`src/logic/lsu_pkg.sv`:
```
package lsu_pkg;

	localparam int DATA_W = 32;
	localparam int BUS_W  = 64;
	localparam int ADDR_W = 32;
	localparam int REG_W  = 5;
	localparam int ID_W   = 4;

	// device window that only takes byte-sized transfers
	localparam logic [ADDR_W-1:0] UART_BASE = 32'h1000_0000;
	localparam logic [ADDR_W-1:0] UART_LAST = 32'h1000_0fff;

	localparam logic [2:0] SIZE_BYTE = 3'd0;
	localparam logic [2:0] SIZE_WORD = 3'd2;
	localparam logic [1:0] RESP_OKAY = 2'd0;

	typedef enum logic [2:0] {
		LB  = 3'd0,
		LH  = 3'd1,
		LW  = 3'd2,
		LBU = 3'd3,
		LHU = 3'd4,
		SB  = 3'd5,
		SH  = 3'd6,
		SW  = 3'd7
	} mem_op_e;

	function automatic logic is_load(mem_op_e op);
		return op inside {LB, LH, LW, LBU, LHU};
	endfunction

	function automatic logic is_store(mem_op_e op);
		return op inside {SB, SH, SW};
	endfunction

	typedef struct packed {
		mem_op_e           op;
		logic [ADDR_W-1:0] addr;
		logic [DATA_W-1:0] data;
		logic [REG_W-1:0]  rd;
	} lsu_req_t;

	// one bus beat, word aligned
	typedef struct packed {
		logic [ADDR_W-1:0] addr;
		logic [3:0]        strb;
		logic [4:0]        shift;
	} beat_t;

	typedef struct packed {
		beat_t      first;
		beat_t      second;
		logic       need_second;
		logic [2:0] size;
	} access_plan_t;

	typedef struct packed {
		logic [ADDR_W-1:0] addr;
		logic [ID_W-1:0]   id;
		logic [2:0]        size;
	} axi_ar_t;

	typedef struct packed {
		logic [ADDR_W-1:0] addr;
		logic [ID_W-1:0]   id;
		logic [2:0]        size;
	} axi_aw_t;

	typedef struct packed {
		logic [BUS_W-1:0]   data;
		logic [BUS_W/8-1:0] strb;
		logic               last;
	} axi_w_t;

	typedef struct packed {
		logic [BUS_W-1:0] data;
		logic [1:0]       resp;
		logic [ID_W-1:0]  id;
		logic             last;
	} axi_r_t;

	typedef struct packed {
		logic [1:0]      resp;
		logic [ID_W-1:0] id;
	} axi_b_t;

endpackage

```
`src/logic/lsu_access_planner.sv`:
```
`timescale 1ns/1ps

module lsu_access_planner (
	input  lsu_pkg::mem_op_e             op,
	input  logic [lsu_pkg::ADDR_W-1:0]   addr,
	output lsu_pkg::access_plan_t        plan
);
	import lsu_pkg::*;

	logic [1:0]        off;
	logic [3:0]        size_mask;
	logic [7:0]        wide_strb;
	logic [ADDR_W-1:0] base_addr;
	logic [4:0]        byte_shift;
	logic              in_uart;

	assign off = addr[1:0];
	assign base_addr = {addr[ADDR_W-1:2], 2'b00};
	assign byte_shift = {off, 3'b000};

	// bytes touched by the access, before alignment
	always_comb begin
		case (op)
			LB, LBU, SB: size_mask = 4'b0001;
			LH, LHU, SH: size_mask = 4'b0011;
			default:     size_mask = 4'b1111;
		endcase
	end

	// upper nibble holds the lanes that spill into the next word
	assign wide_strb = {4'b0000, size_mask} << off;

	assign in_uart = (addr >= UART_BASE) && (addr <= UART_LAST);

	always_comb begin
		plan.first.addr  = base_addr;
		plan.first.strb  = wide_strb[3:0];
		plan.first.shift = byte_shift;

		plan.second.addr = base_addr + ADDR_W'(4);
		plan.second.strb = wide_strb[7:4];
		// 32 - 8*off, wraps to 0 when the access is aligned
		plan.second.shift = 5'd0 - byte_shift;

		plan.need_second = |wide_strb[7:4];
		plan.size = in_uart ? SIZE_BYTE : SIZE_WORD;
	end

endmodule

```
`src/logic/axi_read_ctrl.sv`:
```
`timescale 1ns/1ps

module axi_read_ctrl (
	input  logic                         clock,
	input  logic                         reset,
	input  logic                         start,
	input  lsu_pkg::access_plan_t        plan,
	output lsu_pkg::axi_ar_t             ar,
	output logic                         arvalid,
	input  logic                         arready,
	input  lsu_pkg::axi_r_t              r,
	input  logic                         rvalid,
	output logic                         rready,
	output logic [lsu_pkg::DATA_W-1:0]   first_word,
	output logic [lsu_pkg::DATA_W-1:0]   last_word,
	output logic                         done
);
	import lsu_pkg::*;

	typedef enum logic [1:0] {
		R_IDLE,
		R_ADDR_WAIT,
		R_RESP_WAIT,
		R_SECOND_ISSUE
	} rd_state_e;

	rd_state_e         state;
	logic              second;
	logic [ID_W-1:0]   id_cnt;
	logic [ID_W-1:0]   issued_id;
	logic [DATA_W-1:0] first_q;
	logic [DATA_W-1:0] last_q;
	logic              r_match;

	// second beat request goes out straight from the issue state
	assign arvalid = (state == R_ADDR_WAIT) || (state == R_SECOND_ISSUE);
	assign rready  = (state == R_RESP_WAIT);
	assign r_match = rvalid && (r.id == issued_id);

	always_comb begin
		ar.addr = second ? plan.second.addr : plan.first.addr;
		ar.id   = id_cnt;
		ar.size = plan.size;
	end

	always_ff @(posedge clock) begin
		if (reset) begin
			state     <= R_IDLE;
			second    <= 1'b0;
			id_cnt    <= '0;
			issued_id <= '0;
			done      <= 1'b0;
		end else begin
			done <= 1'b0;
			case (state)
				R_IDLE: begin
					if (start) begin
						second <= 1'b0;
						state  <= R_ADDR_WAIT;
					end
				end
				R_ADDR_WAIT, R_SECOND_ISSUE: begin
					if (arready) begin
						issued_id <= id_cnt;
						id_cnt    <= id_cnt + 1'b1;
						state     <= R_RESP_WAIT;
					end else begin
						state <= R_ADDR_WAIT;
					end
				end
				R_RESP_WAIT: begin
					// foreign ids stay on the bus untouched
					if (r_match) begin
						if (plan.need_second && !second) begin
							second <= 1'b1;
							state  <= R_SECOND_ISSUE;
						end else begin
							done  <= 1'b1;
							state <= R_IDLE;
						end
					end
				end
				default: state <= R_IDLE;
			endcase
		end
	end

	// slave answers the word in both halves, low half is enough
	always_ff @(posedge clock) begin
		if (r_match && rready) begin
			last_q <= r.data[DATA_W-1:0];
			if (plan.need_second && !second)
				first_q <= r.data[DATA_W-1:0];
		end
	end

	assign first_word = plan.need_second ? first_q : last_q;
	assign last_word  = last_q;

endmodule

```
`src/logic/axi_write_ctrl.sv`:
```
`timescale 1ns/1ps

module axi_write_ctrl (
	input  logic                         clock,
	input  logic                         reset,
	input  logic                         start,
	input  lsu_pkg::access_plan_t        plan,
	input  logic [lsu_pkg::DATA_W-1:0]   store_data,
	output lsu_pkg::axi_aw_t             aw,
	output logic                         awvalid,
	input  logic                         awready,
	output lsu_pkg::axi_w_t              w,
	output logic                         wvalid,
	input  logic                         wready,
	input  lsu_pkg::axi_b_t              b,
	input  logic                         bvalid,
	output logic                         bready,
	output logic                         done
);
	import lsu_pkg::*;

	typedef enum logic [1:0] {
		W_IDLE,
		W_ADDR_WAIT,
		W_DATA_WAIT,
		W_RESP_WAIT
	} wr_state_e;

	wr_state_e         state;
	logic              second;
	logic [ID_W-1:0]   id_cnt;
	logic [ID_W-1:0]   issued_id;
	logic              b_match;
	beat_t             cur;
	logic [DATA_W-1:0] beat_data;

	assign awvalid = (state == W_ADDR_WAIT);
	assign wvalid  = (state == W_DATA_WAIT);
	assign bready  = (state == W_RESP_WAIT);
	assign b_match = bvalid && (b.id == issued_id);

	assign cur = second ? plan.second : plan.first;

	// low bytes go up into the first word, the rest down into the next
	assign beat_data = second ? (store_data >> cur.shift) : (store_data << cur.shift);

	always_comb begin
		aw.addr = cur.addr;
		aw.id   = id_cnt;
		aw.size = plan.size;

		w.data = {2{beat_data}};
		w.strb = {2{cur.strb}};
		w.last = 1'b1;
	end

	always_ff @(posedge clock) begin
		if (reset) begin
			state     <= W_IDLE;
			second    <= 1'b0;
			id_cnt    <= '0;
			issued_id <= '0;
			done      <= 1'b0;
		end else begin
			done <= 1'b0;
			case (state)
				W_IDLE: begin
					if (start) begin
						second <= 1'b0;
						state  <= W_ADDR_WAIT;
					end
				end
				W_ADDR_WAIT: begin
					if (awready) begin
						issued_id <= id_cnt;
						id_cnt    <= id_cnt + 1'b1;
						state     <= W_DATA_WAIT;
					end
				end
				W_DATA_WAIT: begin
					if (wready)
						state <= W_RESP_WAIT;
				end
				W_RESP_WAIT: begin
					if (b_match) begin
						if (plan.need_second && !second) begin
							// rerun the whole sequence for the spill word
							second <= 1'b1;
							state  <= W_ADDR_WAIT;
						end else begin
							done  <= 1'b1;
							state <= W_IDLE;
						end
					end
				end
				default: state <= W_IDLE;
			endcase
		end
	end

endmodule

```
`src/logic/load_merge.sv`:
```
`timescale 1ns/1ps

module load_merge (
	input  lsu_pkg::mem_op_e             op,
	input  lsu_pkg::access_plan_t        plan,
	input  logic [lsu_pkg::DATA_W-1:0]   first_word,
	input  logic [lsu_pkg::DATA_W-1:0]   last_word,
	output logic [lsu_pkg::DATA_W-1:0]   load_data
);
	import lsu_pkg::*;

	logic [DATA_W-1:0]   merged;
	logic [2*DATA_W-1:0] doubled;
	logic [DATA_W-1:0]   rotated;

	// pick each lane from whichever beat carried it
	always_comb begin
		for (int i = 0; i < 4; i++) begin
			if (plan.first.strb[i])
				merged[8*i +: 8] = first_word[8*i +: 8];
			else
				merged[8*i +: 8] = last_word[8*i +: 8];
		end
	end

	// first beat shift is 8*off, so it doubles as the rotate amount
	assign doubled = {merged, merged} >> plan.first.shift;
	assign rotated = doubled[DATA_W-1:0];

	always_comb begin
		case (op)
			LB:      load_data = {{24{rotated[7]}}, rotated[7:0]};
			LBU:     load_data = {24'b0, rotated[7:0]};
			LH:      load_data = {{16{rotated[15]}}, rotated[15:0]};
			LHU:     load_data = {16'b0, rotated[15:0]};
			default: load_data = rotated;
		endcase
	end

endmodule

```
`src/logic/lsu_stage.sv`:
```
`timescale 1ns/1ps

module lsu_stage (
	input  logic                         clock,
	input  logic                         reset,
	input  logic                         req_valid,
	input  lsu_pkg::lsu_req_t            req,
	output logic                         allowin,
	output lsu_pkg::axi_ar_t             ar,
	output logic                         arvalid,
	input  logic                         arready,
	input  lsu_pkg::axi_r_t              r,
	input  logic                         rvalid,
	output logic                         rready,
	output lsu_pkg::axi_aw_t             aw,
	output logic                         awvalid,
	input  logic                         awready,
	output lsu_pkg::axi_w_t              w,
	output logic                         wvalid,
	input  logic                         wready,
	input  lsu_pkg::axi_b_t              b,
	input  logic                         bvalid,
	output logic                         bready,
	output logic                         wb_valid,
	output logic [lsu_pkg::REG_W-1:0]    wb_rd,
	output logic [lsu_pkg::DATA_W-1:0]   wb_data
);
	import lsu_pkg::*;

	lsu_req_t          req_q;
	logic              valid_q;
	access_plan_t      plan;
	logic              rd_start;
	logic              wr_start;
	logic              rd_done;
	logic              wr_done;
	logic              done;
	logic [DATA_W-1:0] first_word;
	logic [DATA_W-1:0] last_word;
	logic [DATA_W-1:0] load_data;

	assign done    = rd_done | wr_done;
	assign allowin = !valid_q || done;

	always_ff @(posedge clock) begin
		if (reset)
			valid_q <= 1'b0;
		else if (allowin)
			valid_q <= req_valid;
	end

	always_ff @(posedge clock) begin
		if (allowin && req_valid)
			req_q <= req;
	end

	// hold off in the done cycle, the old request is still in req_q
	assign rd_start = valid_q && !done && is_load(req_q.op);
	assign wr_start = valid_q && !done && is_store(req_q.op);

	lsu_access_planner u_planner (
		.op   (req_q.op),
		.addr (req_q.addr),
		.plan (plan)
	);

	axi_read_ctrl u_read_ctrl (
		.clock      (clock),
		.reset      (reset),
		.start      (rd_start),
		.plan       (plan),
		.ar         (ar),
		.arvalid    (arvalid),
		.arready    (arready),
		.r          (r),
		.rvalid     (rvalid),
		.rready     (rready),
		.first_word (first_word),
		.last_word  (last_word),
		.done       (rd_done)
	);

	axi_write_ctrl u_write_ctrl (
		.clock      (clock),
		.reset      (reset),
		.start      (wr_start),
		.plan       (plan),
		.store_data (req_q.data),
		.aw         (aw),
		.awvalid    (awvalid),
		.awready    (awready),
		.w          (w),
		.wvalid     (wvalid),
		.wready     (wready),
		.b          (b),
		.bvalid     (bvalid),
		.bready     (bready),
		.done       (wr_done)
	);

	load_merge u_load_merge (
		.op         (req_q.op),
		.plan       (plan),
		.first_word (first_word),
		.last_word  (last_word),
		.load_data  (load_data)
	);

	// stores retire without a register write
	assign wb_valid = rd_done;
	assign wb_rd    = req_q.rd;
	assign wb_data  = load_data;

endmodule

```
`config.mk`:
```
export PLATFORM = sky130hd
export DESIGN_NAME = lsu_stage
export DESIGN_NICKNAME = d
export VERILOG_FILES = /design/src/logic/lsu_pkg.sv /design/src/logic/lsu_access_planner.sv /design/src/logic/axi_read_ctrl.sv /design/src/logic/axi_write_ctrl.sv /design/src/logic/load_merge.sv /design/src/logic/lsu_stage.sv
export SDC_FILE = /design/constraint.sdc
export NUM_CORES = 1
export LEC_CHECK = 0
export BUFFER_PORTS_ARGS = -buffer_cell sky130_fd_sc_hd__buf_2
export CAP_MARGIN = 20
export CORE_MARGIN = 1.5
export CORE_UTILIZATION = 35
export CTS_CLUSTER_DIAMETER = 200
export DETAILED_ROUTE_END_ITERATION = 12
export PLACE_DENSITY_LB_ADDON = 0.05
export SKIP_CTS_REPAIR_TIMING = 1
export SLEW_MARGIN = 30
export SYNTH_ARGS = -nofsm -noshare
export SYNTH_HDL_FRONTEND = slang
export SYNTH_SLANG_ARGS = --single-unit
export TNS_END_PERCENT = 20
```
`constraint.sdc`:
```
create_clock -name clock -period 12.4 [get_ports clock]
set_input_delay 3.1 -clock clock [delete_from_list [all_inputs] [get_ports clock]]
set_output_delay 3.1 -clock clock [all_outputs]
set_load 0.05 [all_outputs]
```
==> flow_summary.yaml, run 1 <==
floorplanning:
  start_util: 0.356
  ios: 352
  die_w_um: 171
  die_height_um: 171
  coreArea_um2: 27900
  rows: 61
  die_area_um2: 29300
hold_path:
  hp-class: "flop to flop"
  holdPathStages: 2
final_layout:
  layout-area-overhead-vs-synth_pct: 20.5
  final_cell_mix: "305 x buf_2, 149 x nand2_1, 136 x edfxtp_1"
  fin_nets: 1375
  fin_area_um2: 11900
  layout_commonest_cell: "buf_2"
  layout-drive-gt1-share: 0.328
critical_path:
  critical_path_class: "flop to primary output"
  crit_path_frequent_cell: "nand2_1"
  path_cells: "buf_4, clkinv_1, ha_1, nand2_1, a21boi_4, nand2_1, a21oi_1, a31oi_1, o22ai_1, buf_2"
  cpPeakStageDelay_ps: 800
  end_kind: "primary output"
  rr_worst_depth: 7
  cp-start-kind: "flop"
  crit_slowest_cell: "ha_1"
  cp_data_required_time_ps: 9300
  worstPathArrival_ps: 4560
  cp_max_fo: 48
global_routing:
  grt_pass1_vias: 7787
  grt_pass1_wl_um: 45300
  antenna_found_initial: 7
  grt_remaining_overflow: 0
  grt.total_usage: 0.204
  grt_max_degree: 73
timing:
  min_period_ps: 7660
  final.setup.tns_ps: 0
  grt_setup_unrepaired: "false"
  final.setup_skew_ps: 13.1
  fmax_mhz: 131
  tightestPinTransition_ps: 838
  hold_viol: 0
  setup_violations: 0
  drv_slew: 0
  period_share: 0.618
  slew_headroom: 0.441
run:
  cap_violations: 0
detailed_routing:
  drt_iter0_markers: 698
  routed_wl_um: 30500
  wl_per_cell_um: 19.0
  drc: 0
  ant_nets: 0
  dr.pass1.iters: 5
  vias: 8309
  via_per_inst: 5.18
power_and_ir_drop:
  p_per_area_nw_per_um2: 133
  peakVddDrop_uv: 101
  p_leak_uw: 0.00488
cts:
  cts_num_sinks: 161
  cts_buffers: 17
  cts_buffer_depth: 2
  cts_tree: "yes"
  clkTransAtPathRegs_ps: 80
  root_buffer: "clkbuf_16"
  insertion_delay_ps: 440
  htreeDepth: 4
synth:
  synth-warning-count: 0
  yosysUniqueCellTypes: 80
  seq_area_frac_synth: 0.463
  avgSynthCellArea_um2: 10.1
  mappedNetlistArea_um2: 9910
  synth-seq-cells: 161
  synthCells: 985
  ys.flop_type: "edfxtp_1"
  synth_async_sr_flop_share: 0
  synth-edff-count: 136
place:
  post_dp_cell_area_um2: 11300
  dp_hpwl_um: 21300
  place.gp.congestion: 0.816
  io_buffers: 305
run_status:
  status: "finished clean"
## worst max-delay path, delay by kind of cell, from the launching register on
| kind | cells | cell delay [ps] |
|---|---|---|
| AND/OR/NAND/NOR | 2 | 290 |
| adder cells (fa/ha/maj) | 1 | 800 |
| buffers and inverters | 3 | 1610 |
| flip-flops | 1 | 320 |
| AO/OA/AOI/OAI | 4 | 1070 |
## worst paths after layout
kind                                                start                   endpoint  slack, ps
worst max-delay path                            req_q[38]                      w[24]       4740
worst min-delay path            u_write_ctrl.issued_id[3]  u_write_ctrl.issued_id[3]        470
worst max register to register                  req_q[37]     u_read_ctrl.first_q[8]       9320
worst min register to register  u_write_ctrl.issued_id[3]  u_write_ctrl.issued_id[3]        470
## Yosys cell counts, drive strengths merged (6+ instances only)
master	number	area share
nand2	153	0.060
edfxtp	136	0.41
buf	82	0.057
a21oi	62	0.031
nor2	54	0.022
xnor2	49	0.044
o21ai	45	0.024
mux2i	42	0.042
clkbuf	35	0.016
nand3	29	0.015
xor2	26	0.023
dfxtp	25	0.050
a311oi	20	0.018
mux2	19	0.022
a31oi	16	0.010
inv	16	0.0061
o22ai	15	0.0095
and3	14	0.0088
o221ai	13	0.015
nor3	11	0.0056
a22oi	10	0.0076
a211o	9	0.0080
a221oi	9	0.012
ha	9	0.011
nor2b	8	0.0053
nor4	8	0.0072
a211oi	7	0.0058
and2	7	0.0044
nand2b	6	0.0038
nand4	6	0.0044
## flip-flops by register name, summed over array words and instances (netlist names), 4 cells and up
register	count
req_q	67
u_read_ctrl.first_q	32
u_read_ctrl.id_cnt	4
u_read_ctrl.issued_id	4
u_read_ctrl.last_word	32
u_write_ctrl.id_cnt	4
u_write_ctrl.issued_id	4
wb_rd	5
## logic make-up after synthesis
family	count (synthesis)	synth area share
AOI/OAI and AO/OA	235	0.168
xor gates and xnor gates	75	0.0670
adders and majority gates	9	0.0114
buffers and inverters	134	0.0797
DFF	161	0.463
muxes	61	0.0644
other	2	0.000758
and+or+nand+nor	308	0.146
## stage by stage
| step | setup WS (ps) | hold slack (ps) | util | power, uW | instances |
|---|---|---|---|---|---|
| 3_3_place_gp | 4890 | 460 | 0.406 | 1050 | 1568 |
| 3_5_place_dp | 5130 | 463 | 0.406 | 1050 | 1568 |
| 2_1_floorplan | 5240 | 448 | - | 963 | 992 |
| 4_1_cts | 4630 | 474 | 0.428 | 1610 | 1600 |
| 6_report | 4740 | 467 | 0.429 | 1590 | 1603 |
| 5_1_grt | 4300 | 495 | 0.429 | 1660 | 1601 |
## routing by layer
layer / track usage / part of all wire
met1: 0.278 / 0.46
met4: 0.0595 / 0.016
met5: 0 / 0.0012
met2: 0.320 / 0.46
met3: 0.0518 / 0.066
## power breakdown
part | leakage, uW | internal [uW] | switching [uW]
Combinational | 0.00312 | 106 | 298
Sequential | 0.00146 | 608 | 23.3
Clock | 0.000295 | 291 | 263
Total | 0.00488 | 1010 | 584
## cell type report
class,count,area [um2]
timing repair buffer,315,1610
clock inverter,15,193
multi-input combinational,697,4590
sequential,161,4590
clock buffer,17,425
antenna,3,7.51
inverter,17,63.8
fill,2767,15900
tap,378,473
No activity file was read; power rests on OpenSTA's default activity.
==> run 2: changes to the inputs <==
Clock period 12.4 ns to 6.5 ns, I/O delays scaled along.
==> run 2 against run 1 <==
  * Global-route usage decreased by 0.18 points
  * Core utilization hardly changed
  * Clock power rose by 88%
  * Sequential power rose by 90%
  * Routed wire length down 1.2%
  * Combinational power is 90% higher
  * Die area is the same
  * Critical endpoint is now wb_data[27]
  * Highest routed layer unchanged
==> flow_summary.yaml, run 2 (same netlist as run 1, synthesis figures left out) <==
place:
  place_inst: 1569
  io_buffers: 305
  place.gp.congestion: 0.826
  dp_hpwl_um: 21300
timing:
  final.setup.tns_ps: 0
  drv_slew: 0
  final.setup_skew_ps: 16.8
  grt_setup_unrepaired: "false"
  setup_violations: 0
  hold_viol: 0
  tightestPinTransition_ps: 996
  period_share: 0.814
  slew_headroom: 0.334
  min_period_ps: 5290
  fmax_mhz: 189
  hold_slack_ps: 468
global_routing:
  grt_pass1_vias: 7618
  grtUsageMet2: 0.312
  grt_max_degree: 80
  antenna_found_initial: 8
  grtUsageMet3: 0.0488
  use_met1: 0.282
  grt_pass1_wl_um: 44700
  grt.total_usage: 0.203
  grt_remaining_overflow: 0
  grt_busiest_layer: "met2"
floorplanning:
  die_area_um2: 29300
  rows: 61
  start_util: 0.356
  ios: 352
  die_w_um: 171
  coreArea_um2: 27900
  die_height_um: 171
critical_path:
  cp_max_fo: 16
  worstPathArrival_ps: 3670
  critical_path_class: "flop to primary output"
  cp-start-kind: "flop"
  end_kind: "primary output"
  cp_data_required_time_ps: 4880
run_status:
  status: "finished clean"
power_and_ir_drop:
  peakVddDrop_uv: 165
  p_per_area_nw_per_um2: 252
  p_leak_uw: 0.00489
detailed_routing:
  ant_nets: 0
  wl_per_cell_um: 18.7
  vias: 8169
  drt_iter0_markers: 750
  dr.pass1.iters: 5
  via_per_inst: 5.09
  routed_wl_um: 30100
  drc: 0
final_layout:
  fin_nets: 1376
  layout-area-overhead-vs-synth_pct: 20.5
  layout-drive-gt1-share: 0.328
  post-route-util: 0.429
  largest_register: "req_q"
  stdcell_count: 1606
  final_cell_mix: "305 x buf_2, 149 x nand2_1, 136 x edfxtp_1"
  layout_commonest_cell: "buf_2"
  largest_reg_flops: 67
  n_fill_cell: 2771
cts:
  cts_buffers: 17
  cts_buffer_depth: 2
  cts_tree: "yes"
  insertion_delay_ps: 430
  clkTransAtPathRegs_ps: 80
  htreeDepth: 4
  cts_num_sinks: 161
  root_buffer: "clkbuf_16"
hold_path:
  hp-class: "flop to flop"
run:
  cap_violations: 0
run 2: worst max-delay path, cell delays in order, from the launching register on:
cell and delay, ps:
edfxtp_1 650, xnor2_2 640, o211a_2 390, o21ai_4 190, a21o_2 320, o221ai_4 440
o221ai_1 320, buf_2 290
run 2: final timing paths:
kind,startpoint,end,slack [ps],cells after the start
setup reg to reg,req_q[69],u_read_ctrl.first_q[8],3690,5
hold / removal,u_write_ctrl.issued_id[3],u_write_ctrl.issued_id[3],470,2
hold reg to reg,u_write_ctrl.issued_id[3],u_write_ctrl.issued_id[3],470,2
setup / recovery,req_q[69],wb_data[27],1210,7
run 2: layout make-up:
type / instances / area, um2 / area share
Inverter: 17 / 63.8 / 0.00534
Antenna cell: 5 / 12.5 / 0.00105
Clock inverter: 15 / 176 / 0.0148
Multi-Input combinational cell: 697 / 4590 / 0.384
Timing Repair Buffer: 316 / 1610 / 0.135
Tap cell: 378 / 473 / 0.0396
Clock buffer: 17 / 425 / 0.0356
Sequential cell: 161 / 4590 / 0.384
run 2: report_power, final:
part,internal (uW),switching (uW),total [uW]
clock network,539,497,1040
logic,203,566,769
registers,1160,44.6,1200
run 2: metrics by stage:
step | setup slack (ps) | cell area, um2 | total power, uW
CTS | 1180 | 11900 | 3050
detailed placement | 1650 | 11300 | 2000
finish | 1210 | 11900 | 3010
global placement | 1650 | 11300 | 2000
global route | 1060 | 11900 | 3140
floorplan | 818 | 9940 | 1840
run 2: per-layer routing:
metal	vias up	share of wire
li1	4007	-
met5	-	0.0011
met2	310	0.45
met4	6	0.019
met3	32	0.071
met1	3814	0.46
==> run 3: changes to the inputs <==
Settings changed: ABC_AREA from default to 1.
Clock period 6.5 ns to 4.6 ns, I/O delays scaled along.
==> run 3 against run 2 <==
  * Clock power rose by 46%
  * Combinational power grew to 2.5 times the previous value
  * Power is 71% higher
  * Synthesized area rose by 1.2%
  * Setup slack got worse by 900 ps
  * First-iteration DRC count shrank 14%
  * Die area grew 1.1%
  * Largest cell class is now registers
  * Largest power group is now combinational cells
  * Highest routed layer unchanged
==> flow_summary.yaml, run 3 <==
synth:
  synth-edff-count: 136
  yosysMostFrequentCell: "nand2_1"
  synth-warning-count: 0
  synth_top_cell_by_area: "edfxtp_1"
  synthCells: 1213
  avgSynthCellArea_um2: 8.27
  post_synth_mux_area_share: 0
  synth_xor_area_frac: 0.0280
  synth_fa_ha_area_frac: 0.0112
  synthTopCellsByCount: "204 x nand2_1, 162 x nand3_1, 154 x inv_1"
  yosysUniqueCellTypes: 50
  ys.flop_type: "edfxtp_1"
  synth.area.top_cells: "edfxtp_1 41%, nand3_1 8.1%, nand2_1 7.6%"
  synth-seq-cells: 161
  synth_top_family_by_area: "simple AND/OR/NAND/NOR gates"
  seq_area_frac_synth: 0.457
  synth_async_sr_flop_share: 0
  synth-simple-area-share: 0.261
  synth_top_area_frac: 0.407
  synth-compound-area-share: 0.115
  mappedNetlistArea_um2: 10000
final_layout:
  stdcell_count: 1845
  layout-area-overhead-vs-synth_pct: 21.4
  fin_nets: 1614
  layout-drive-gt1-share: 0.277
  layout_commonest_cell: "buf_2"
  largest_reg_flops: 67
  final_cell_mix: "305 x buf_2, 204 x nand2_1, 162 x nand3_1"
  post-route-util: 0.435
  largest_register: "req_q"
detailed_routing:
  wl_per_cell_um: 16.8
  vias: 9143
  ant_nets: 0
  routed_wl_um: 31000
  dr.pass1.iters: 6
  via_per_inst: 4.96
  drc: 0
  drt_iter0_markers: 643
cts:
  clkTransAtPathRegs_ps: 70
  cts_num_sinks: 161
  root_buffer: "clkbuf_16"
  cts_tree: "yes"
  cts_buffer_depth: 2
  insertion_delay_ps: 430
  htreeDepth: 4
  cts_buffers: 17
floorplanning:
  die_area_um2: 29700
  start_util: 0.358
  die_height_um: 172
  die_w_um: 172
  ios: 352
  coreArea_um2: 28000
  rows: 61
timing:
  drv_slew: 0
  tightestPinTransition_ps: 788
  fmax_mhz: 233
  setup_violations: 0
  hold_viol: 0
  min_period_ps: 4290
  grt_setup_unrepaired: "false"
  final.setup.tns_ps: 0
  slew_headroom: 0.474
  final.setup_skew_ps: 17.9
  period_share: 0.933
global_routing:
  grt_pass1_vias: 8281
  antenna_found_initial: 8
  grt_pass1_wl_um: 46500
  grt_max_degree: 64
  grt_remaining_overflow: 0
  grt.total_usage: 0.207
run_status:
  status: "finished clean"
place:
  dp_hpwl_um: 22800
  io_buffers: 305
  place_inst: 1807
  place.gp.congestion: 0.854
critical_path:
  cp_data_required_time_ps: 3450
  critical_path_class: "flop to primary output"
  worstPathArrival_ps: 3140
  end_kind: "primary output"
  cp_max_fo: 24
  rr_worst_depth: 11
  cp-start-kind: "flop"
power_and_ir_drop:
  peakVddDrop_uv: 265
  p_leak_uw: 0.00558
  p_per_area_nw_per_um2: 423
hold_path:
  holdPathStages: 2
  hp-class: "flop to flop"
run:
  cap_violations: 0
-- run 3: cell types whose count changed in the layout (fill, tap and decap cells not counted), moves of 24 or more --
cell	delta
nand2_1	+55
o21ai_0	+58
mux2i_1	-42
xnor2_1	-45
inv_1	+139
nor2_1	+24
nand3_1	+133
-- run 3: cells by family after synthesis --
group	Yosys count
flip-flops	161
adder cells (fa/ha/maj)	9
buffers and inverters	274
AND/OR/NAND/NOR	539
XOR/XNOR	32
other	2
AO/OA/AOI/OAI	196
-- run 3: stage by stage --
step / total power, uW / setup slack [ps] / hold WS [ps] / instance area (um2)
floorplan: 3300 / 105 / 436 / 10100
global placement: 3670 / 820 / 454 / 11600
detailed placement: 3680 / 795 / 456 / 11600
CTS: 5210 / 319 / 466 / 12200
global route: 5410 / 54.8 / 493 / 12200
finish: 5160 / 307 / 465 / 12200
-- run 3: worst max-delay path, stage by stage, from the launching register on --
cell      delay, ps
edfxtp_1        450
inv_1            80
nand2_1          80
nand3_2         230
nand2_1         210
nor2_8          330
nand3_4         160
nand2_1         130
nand3_1         150
nand3_2         150
nand3_4         270
nand3_2         200
buf_2           280
-- run 3: where the power goes --
part	internal, uW	switching (uW)	leakage [uW]
Sequential	1650	54.0	0.00146
Clock	830	687	0.000304
Combinational	426	1510	0.00381
Total	2910	2250	0.00558
-- run 3: cell type report --
type	count	area, um2
Antenna cell	6	15.0
Clock inverter	15	184
Clock buffer	17	425
Timing Repair Buffer	324	1680
Multi-Input combinational cell	785	4210
Inverter	159	597
Sequential cell	161	4590
Fill cell	2904	15800
Tap cell	378	473
-- run 3: final timing paths --
check	from	to	slack [ps]
worst max-delay path	req_q[69]	wb_data[23]	310
worst min-delay path	u_write_ctrl.issued_id[1]	u_write_ctrl.issued_id[1]	470
worst max register to register	req_q[69]	u_read_ctrl.first_q[8]	1680
worst min register to register	u_write_ctrl.issued_id[1]	u_write_ctrl.issued_id[1]	470
-- run 3: per-layer routing --
metal,wire [um],GRT usage
met1,14700,0.296
met2,13800,0.313
met3,1910,0.0449
met4,529,0.0575
met5,37,0
